## config.mk

```make
export PLATFORM = sky130hd
export DESIGN_NAME = bpu_entry_buffer
export DESIGN_NICKNAME = d
export VERILOG_FILES = /design/src/logic/bpu_entry_pkg.sv /design/src/logic/ring_if.sv /design/src/logic/plru_tree.sv /design/src/logic/btb_way_alloc.sv /design/src/logic/commit_update.sv /design/src/logic/entry_storage.sv /design/src/logic/entry_ring_ctrl.sv /design/src/logic/bpu_entry_buffer.sv
export SDC_FILE = /design/constraint.sdc
export NUM_CORES = 1
export LEC_CHECK = 0
export BUFFER_PORTS_ARGS = -buffer_cell sky130_fd_sc_hd__buf_4
export CORE_ASPECT_RATIO = 1.4
export CORE_MARGIN = 1
export CORE_UTILIZATION = 50
export CTS_BUF_LIST = sky130_fd_sc_hd__clkbuf_4
export DETAILED_ROUTE_END_ITERATION = 10
export PLACE_DENSITY = 0.73
export SLEW_MARGIN = 0
export SYNTH_ARGS = -nofsm -noshare
export SYNTH_HDL_FRONTEND = slang
export SYNTH_SLANG_ARGS = --single-unit
```

## constraint.sdc

```tcl
create_clock -name clk -period 3.75 [get_ports clk]
set_input_delay 0.75 -clock clk [delete_from_list [all_inputs] [get_ports clk]]
set_output_delay 0.75 -clock clk [all_outputs]
set_load 0.1 [all_outputs]
```

## src/logic/bpu_entry_pkg.sv

```systemverilog
package bpu_entry_pkg;

    // ==================================================
    // widths
    // ==================================================
    // prediction address
    localparam int pc_width   = 32;

    // base predictor counter, saturates at all ones
    localparam int ctr_width  = 2;

    // btb associativity and its pseudo-lru tree
    localparam int btb_ways   = 4;
    localparam int plru_width = btb_ways - 1;

    // ==================================================
    // one record per fetch block
    // ==================================================
    // plru node 0 is the root, node 1 covers ways 0/1, node 2 covers ways 2/3
    typedef struct packed {
        logic [pc_width-1:0]   pred_pc;
        logic [ctr_width-1:0]  ctr;
        logic [btb_ways-1:0]   way_valid;
        logic [btb_ways-1:0]   way_hit;
        logic [plru_width-1:0] plru;
    } bp_entry_t;

endpackage

```

## src/logic/ring_if.sv

```systemverilog
`timescale 1ns/1ps

interface ring_if #(
    parameter int depth = 8
);

    localparam int idx_w = $clog2(depth);

    // write port
    logic             wr_en;
    logic [idx_w-1:0] wr_idx;

    // commit port, read-modify-write in place
    logic             cmt_en;
    logic [idx_w-1:0] cmt_idx;

    // read port, always open
    logic [idx_w-1:0] rd_idx;

    modport ctrl (output wr_en, wr_idx, cmt_en, cmt_idx, rd_idx);
    modport store (input wr_en, wr_idx, cmt_en, cmt_idx, rd_idx);

endinterface

```

## src/logic/plru_tree.sv

```systemverilog
`timescale 1ns/1ps

module plru_tree
    import bpu_entry_pkg::*;
(
    input  logic [plru_width-1:0] node,
    input  logic [btb_ways-1:0]   touch_way,
    output logic [plru_width-1:0] touched,
    output logic [btb_ways-1:0]   victim
);

    logic touch_left;
    logic touch_right;

    assign touch_left  = touch_way[0] | touch_way[1];
    assign touch_right = touch_way[2] | touch_way[3];

    // ==================================================
    // touch, nodes point away from the used way
    // ==================================================
    always_comb begin
        touched = node;
        if (touch_left) begin
            touched[0] = 1'b1;
            touched[1] = touch_way[0];
        end else if (touch_right) begin
            touched[0] = 1'b0;
            touched[2] = touch_way[2];
        end
    end

    // ==================================================
    // victim walk from the root
    // ==================================================
    always_comb begin
        victim = '0;
        if (node[0]) begin
            // right half
            if (node[2]) begin
                victim[3] = 1'b1;
            end else begin
                victim[2] = 1'b1;
            end
        end else begin
            if (node[1]) begin
                victim[1] = 1'b1;
            end else begin
                victim[0] = 1'b1;
            end
        end
    end

endmodule

```

## src/logic/btb_way_alloc.sv

```systemverilog
`timescale 1ns/1ps

module btb_way_alloc
    import bpu_entry_pkg::*;
(
    input  bp_entry_t             cur,
    output logic [btb_ways-1:0]   alloc_way,
    output logic [plru_width-1:0] new_plru,
    output logic [btb_ways-1:0]   new_valid
);

    logic [btb_ways-1:0] invalid;
    logic [btb_ways-1:0] first_invalid;
    logic [btb_ways-1:0] victim;

    // lookup only, nothing touched here
    plru_tree i_victim_tree (
        .node      (cur.plru),
        .touch_way ('0),
        .touched   (),
        .victim    (victim)
    );

    // isolate lowest set bit
    assign invalid       = ~cur.way_valid;
    assign first_invalid = invalid & (~invalid + btb_ways'(1));

    // hit way first, then a free way, then evict
    always_comb begin
        if (|cur.way_hit) begin
            alloc_way = cur.way_hit;
        end else if (|invalid) begin
            alloc_way = first_invalid;
        end else begin
            alloc_way = victim;
        end
    end

    assign new_valid = cur.way_valid | alloc_way;

    plru_tree i_touch_tree (
        .node      (cur.plru),
        .touch_way (alloc_way),
        .touched   (new_plru),
        .victim    ()
    );

endmodule

```

## src/logic/commit_update.sv

```systemverilog
`timescale 1ns/1ps

module commit_update
    import bpu_entry_pkg::*;
(
    input  bp_entry_t cur,
    input  logic      taken,
    output bp_entry_t next
);

    logic [btb_ways-1:0]   alloc_way;
    logic [plru_width-1:0] new_plru;
    logic [btb_ways-1:0]   new_valid;
    logic                  ctr_max;
    logic                  ctr_min;

    btb_way_alloc i_way_alloc (
        .cur       (cur),
        .alloc_way (alloc_way),
        .new_plru  (new_plru),
        .new_valid (new_valid)
    );

    assign ctr_max = &cur.ctr;
    assign ctr_min = ~|cur.ctr;

    always_comb begin
        next = cur;

        // saturating counter toward the resolved direction
        if (taken && !ctr_max) begin
            next.ctr = cur.ctr + ctr_width'(1);
        end else if (!taken && !ctr_min) begin
            next.ctr = cur.ctr - ctr_width'(1);
        end

        // taken branch claims a btb way
        if (taken) begin
            next.way_valid = new_valid;
            next.way_hit   = alloc_way;
            next.plru      = new_plru;
        end
    end

endmodule

```

## src/logic/entry_storage.sv

```systemverilog
`timescale 1ns/1ps

module entry_storage
    import bpu_entry_pkg::*;
#(
    parameter int depth = 8
) (
    input  logic      clk,
    input  logic      rst_n,

    ring_if.store     ring,

    input  bp_entry_t wr_entry,
    input  logic      taken,
    output bp_entry_t rd_entry
);

    localparam int idx_w = $clog2(depth);

    bp_entry_t             mem [depth];
    bp_entry_t             wr_rec;
    bp_entry_t             cmt_cur;
    bp_entry_t             cmt_next;
    logic [plru_width-1:0] wr_plru;

    // ==================================================
    // write path, tree touched toward the hit way
    // ==================================================
    plru_tree i_wr_touch (
        .node      (wr_entry.plru),
        .touch_way (wr_entry.way_hit),
        .touched   (wr_plru),
        .victim    ()
    );

    always_comb begin
        wr_rec      = wr_entry;
        wr_rec.plru = wr_plru;
    end

    // ==================================================
    // commit path, read-modify-write
    // ==================================================
    assign cmt_cur = mem[ring.cmt_idx];

    commit_update i_commit_update (
        .cur   (cmt_cur),
        .taken (taken),
        .next  (cmt_next)
    );

    // ==================================================
    // array
    // ==================================================
    // wr_idx and cmt_idx never meet while both are enabled
    for (genvar i = 0; i < depth; i++) begin : g_entry
        always_ff @(posedge clk or negedge rst_n) begin
            if (!rst_n) begin
                mem[i] <= '0;
            end else if (ring.wr_en && ring.wr_idx == idx_w'(i)) begin
                mem[i] <= wr_rec;
            end else if (ring.cmt_en && ring.cmt_idx == idx_w'(i)) begin
                mem[i] <= cmt_next;
            end
        end
    end

    assign rd_entry = mem[ring.rd_idx];

endmodule

```

## src/logic/entry_ring_ctrl.sv

```systemverilog
`timescale 1ns/1ps

module entry_ring_ctrl #(
    parameter int depth = 8
) (
    input  logic   clk,
    input  logic   rst_n,
    input  logic   flush,

    input  logic   in_vld,
    output logic   in_rdy,

    input  logic   commit_vld,

    output logic   out_vld,
    input  logic   out_rdy,

    ring_if.ctrl   ring
);

    localparam int idx_w = $clog2(depth);
    localparam int ptr_w = idx_w + 1;

    // extra msb tells full from empty
    logic [ptr_w-1:0] wr_ptr;
    logic [ptr_w-1:0] cmt_ptr;
    logic [ptr_w-1:0] rd_ptr;
    logic [ptr_w-1:0] cmt_ptr_nxt;
    logic [ptr_w-1:0] occupancy;
    logic             wr_fire;
    logic             rd_fire;

    // ==================================================
    // handshakes
    // ==================================================
    assign occupancy = wr_ptr - rd_ptr;
    assign in_rdy    = occupancy < ptr_w'(depth);
    assign out_vld   = cmt_ptr != rd_ptr;

    // writes during flush are dropped
    assign wr_fire   = in_vld && in_rdy && !flush;
    assign rd_fire   = out_vld && out_rdy;

    assign cmt_ptr_nxt = commit_vld ? cmt_ptr + ptr_w'(1) : cmt_ptr;

    // ==================================================
    // pointers
    // ==================================================
    always_ff @(posedge clk or negedge rst_n) begin
        if (!rst_n) begin
            wr_ptr <= '0;
        end else if (flush) begin
            // rewind to commit point, same-cycle commit kept
            wr_ptr <= cmt_ptr_nxt;
        end else if (wr_fire) begin
            wr_ptr <= wr_ptr + ptr_w'(1);
        end
    end

    always_ff @(posedge clk or negedge rst_n) begin
        if (!rst_n) begin
            cmt_ptr <= '0;
            rd_ptr  <= '0;
        end else begin
            cmt_ptr <= cmt_ptr_nxt;
            if (rd_fire) begin
                rd_ptr <= rd_ptr + ptr_w'(1);
            end
        end
    end

    // storage requests
    assign ring.wr_en   = wr_fire;
    assign ring.wr_idx  = wr_ptr[idx_w-1:0];
    assign ring.cmt_en  = commit_vld;
    assign ring.cmt_idx = cmt_ptr[idx_w-1:0];
    assign ring.rd_idx  = rd_ptr[idx_w-1:0];

endmodule

```

## src/logic/bpu_entry_buffer.sv

```systemverilog
`timescale 1ns/1ps

module bpu_entry_buffer
    import bpu_entry_pkg::*;
#(
    parameter int depth = 8
) (
    input  logic                  clk,
    input  logic                  rst_n,
    input  logic                  flush,

    input  logic                  in_vld,
    output logic                  in_rdy,
    input  logic [pc_width-1:0]   in_pc,
    input  logic [ctr_width-1:0]  in_ctr,
    input  logic [btb_ways-1:0]   in_way_valid,
    input  logic [btb_ways-1:0]   in_way_hit,
    input  logic [plru_width-1:0] in_plru,

    input  logic                  commit_vld,
    input  logic                  commit_taken,

    output logic                  out_vld,
    input  logic                  out_rdy,
    output logic [pc_width-1:0]   out_pc,
    output logic [ctr_width-1:0]  out_ctr,
    output logic [btb_ways-1:0]   out_way_valid,
    output logic [btb_ways-1:0]   out_way_hit,
    output logic [plru_width-1:0] out_plru
);

    bp_entry_t wr_entry;
    bp_entry_t rd_entry;

    ring_if #(.depth(depth)) ring ();

    entry_ring_ctrl #(.depth(depth)) i_entry_ring_ctrl (
        .clk        (clk),
        .rst_n      (rst_n),
        .flush      (flush),
        .in_vld     (in_vld),
        .in_rdy     (in_rdy),
        .commit_vld (commit_vld),
        .out_vld    (out_vld),
        .out_rdy    (out_rdy),
        .ring       (ring.ctrl)
    );

    entry_storage #(.depth(depth)) i_entry_storage (
        .clk      (clk),
        .rst_n    (rst_n),
        .ring     (ring.store),
        .wr_entry (wr_entry),
        .taken    (commit_taken),
        .rd_entry (rd_entry)
    );

    // pack / unpack
    assign wr_entry = '{
        pred_pc:   in_pc,
        ctr:       in_ctr,
        way_valid: in_way_valid,
        way_hit:   in_way_hit,
        plru:      in_plru
    };

    assign out_pc        = rd_entry.pred_pc;
    assign out_ctr       = rd_entry.ctr;
    assign out_way_valid = rd_entry.way_valid;
    assign out_way_hit   = rd_entry.way_hit;
    assign out_plru      = rd_entry.plru;

endmodule

```

==> results.txt <==
Outcome = complete, no violations
Port bufs = 98
Count leader, synth = nand2_1
Placement Rows = 93
Worst-Margin Slew = 1.02 ns
Final Cell Area = 26,000 um2
CTS max path bufs = 3
Die H = 257 um
Met3 Use GR = 0.0555
Die footprint = 47,300 um2
Max Freq = 276 MHz
Post-synthesis cell count = 2,374
Vias per cell = 6.47
Initial Utilization = 0.505
Count of final setup violators = 0
Final hold violations = 0
Placed standard-cell area = 24,700 um2
Largest net degree at the start of global routing = 94
Synthesized flop and latch total = 372
Util after Layout = 0.565
Total track usage = 0.314
Hold Crit Class = in -> reg
R2r worst-path depth = 7
# DRC = 0
Fillers = 3,903
Asr flop ratio synth = 1.00
Top cells by count, synth = nand2_1, dfrtp_1, o21ai_0, nor2_1, a21oi_1
Setup TNS = 0 ns
Warnings, synthesis = 0
Syn-to-layout area delta = 11.9%
Met2 usage = 0.517
Share of the synthesized area in the top cell type = 0.401
CP Launch Type = flip-flop
RSZ-0062 raised after global routing = no
Synth Flop Type = dfrtp_1
Initial drt markers = 2,164
Clk_lat worst skew = 0.85 ns
CTS Sinks = 372
Antenna viol nets, final = 0
First-pass GRT wire length = 114,000 um
Vias in the first global route = 20,700
Most Used Layer, Global Route = met2
Nets@finish = 2,489
Initial antenna violation count = 3
H-Tree Level Count = 3
Mapped Area = 23,200 um2
Crit share post-route = 0.966
Io pins = 99
Total Wirelength = 72,400 um
Post-synth EDFFs = 0
Slew headroom = 0.322
Vias = 20,100
Clock slew at reported path FFs = 0.07 ns
Critical path class = reg -> out
Final hold slack = 0.188 ns
WL/cell = 23.3 um
Crit-path max FO = 33
CP arrival = 2.87 ns
Core ar. = 46,000 um2
CTS tree = built
Pins Over Slew Limit = 0
Cell variety after synth = 49
Synthesized area per cell = 9.78 um2
CP Capture Type = primary output
CTS Root Cell = clkbuf_4
GRT overflow = 0
Register area share after synthesis = 0.401
Dpl hpwl = 42,300 um
Post-CTS setup buffers = 0
Share of layout cells above drive strength 1 = 0.267
Routing usage on met1 = 0.385
CP required = 3.00 ns
Die span in x = 184 um
Max cap viols = 0
Ranking of synthesized cells by area = dfrtp_1, mux4_2, mux2_2, o21ai_0, nand2_1
WHS Path Cells = 2
1st-pass router iterations = 8
Total CTS buffers = 96
RePlAce Congestion = 0.971
Post-synth top area cell = dfrtp_1
Syn_nets = 2,443
Clock skew = 0.0798 ns
Final min period = 3.62 ns
[path summary, 6_finish.rpt]
path                                              start                      endpoint  slack [ns]
max in group asynchronous                         rst_n      i_entry_storage.mem[289]        2.16
min in group asynchronous                         rst_n       i_entry_storage.mem[54]        0.56
hold / removal                          in_way_valid[3]       i_entry_storage.mem[10]        0.19
setup reg to reg           i_entry_ring_ctrl.cmt_ptr[0]       i_entry_storage.mem[91]        0.15
setup / recovery            i_entry_ring_ctrl.rd_ptr[0]                    out_pc[17]        0.13
hold reg to reg            i_entry_ring_ctrl.cmt_ptr[3]  i_entry_ring_ctrl.cmt_ptr[3]        0.54
[layer usage]
layer | vias to the layer above | share of wire
met2 | 1219 | 0.49
li1 | 8744 | -
met3 | 295 | 0.099
met1 | 9814 | 0.36
met4 | 0 | 0.051
met5 | - | 0
[final cells by class]
class | instances | area (um2) | area share
multi-input cells | 1775 | 13100 | 0.506
flip-flops and latches | 372 | 9330 | 0.359
repair buffers | 158 | 1460 | 0.0561
clock buffers | 141 | 1060 | 0.0408
well taps | 617 | 772 | 0.0297
clock inverters | 20 | 148 | 0.00569
inverters | 17 | 63.8 | 0.00246
diodes | 3 | 7.51 | 0.000289
[worst max-delay path, cell delays in order (launching register included)]
cell and delay, ns:
dfrtp_4 0.44, buf_16 0.29, buf_16 0.31, mux4_2 0.54, nand2_1 0.09, nand2_1 0.13
buf_4 0.26
[registers in the layout (all words and copies together) (netlist names)]
name                       count
i_entry_ring_ctrl.rd_ptr       4
i_entry_ring_ctrl.cmt_ptr      4
i_entry_ring_ctrl.wr_ptr       4
i_entry_storage.mem          360
[placed cells by master, fill, tap and decap left out, types with 3 or more instances in the layout]
cell type  count
a21o_1        18
o31ai_1       19
a31oi_1        5
dfrtp_4        4
mux2i_1       52
nor2_1       210
clkinv_1      12
mux2_2       148
o21ai_1       12
diode_2        3
nand3_1      119
ha_1          14
buf_4        135
o21ai_0      320
mux4_1         7
a211oi_1      19
buf_12        17
and2_1         9
nand2_4        3
o22ai_1        3
nand3_4        3
nand2b_1      12
xnor2_1        9
nor3_1         8
ha_2           3
dfrtp_1      367
a21oi_1      203
inv_1         15
nand2_2        5
and4_4         3
clkbuf_4     141
nand2_1      369
xor2_1         4
mux4_2       173
[stage by stage]
| step | cells | setup slack [ns] |
|---|---|---|
| 4_1_cts | 3100 | 0.0406 |
| 3_3_place_gp | 2938 | 0.282 |
| 6_report | 3103 | 0.129 |
| 5_1_grt | 3103 | 0.00338 |
| 3_5_place_dp | 2938 | 0.0533 |
| 2_1_floorplan | 2374 | -0.0349 |
[repair_timing]
action / 4_1_cts / 5_1_grt
hold buffers: 1 / 0
endpoints found under the hold margin: 73 / 0
resized for setup: 2 / 6
setup endpoints to repair: 3 / 12
[kinds of logic (layout without fill, tap and decap cells)]
| group | after synthesis | count (layout) | share of synthesized area |
|---|---|---|---|
| adder cells (fa/ha/maj) | 17 | 17 | 0.00916 |
| AO/OA/AOI/OAI | 612 | 612 | 0.141 |
| other | 0 | 3 | 0 |
| flip-flops | 372 | 372 | 0.401 |
| buffers and inverters | 227 | 336 | 0.0380 |
| XOR/XNOR | 14 | 14 | 0.00528 |
| multiplexers | 382 | 382 | 0.272 |
| AND/OR/NAND/NOR | 750 | 750 | 0.133 |
Power is left out: the tool's default activity adds up to more than one toggle a clock period on the data nets, which glitch-free logic cannot reach.
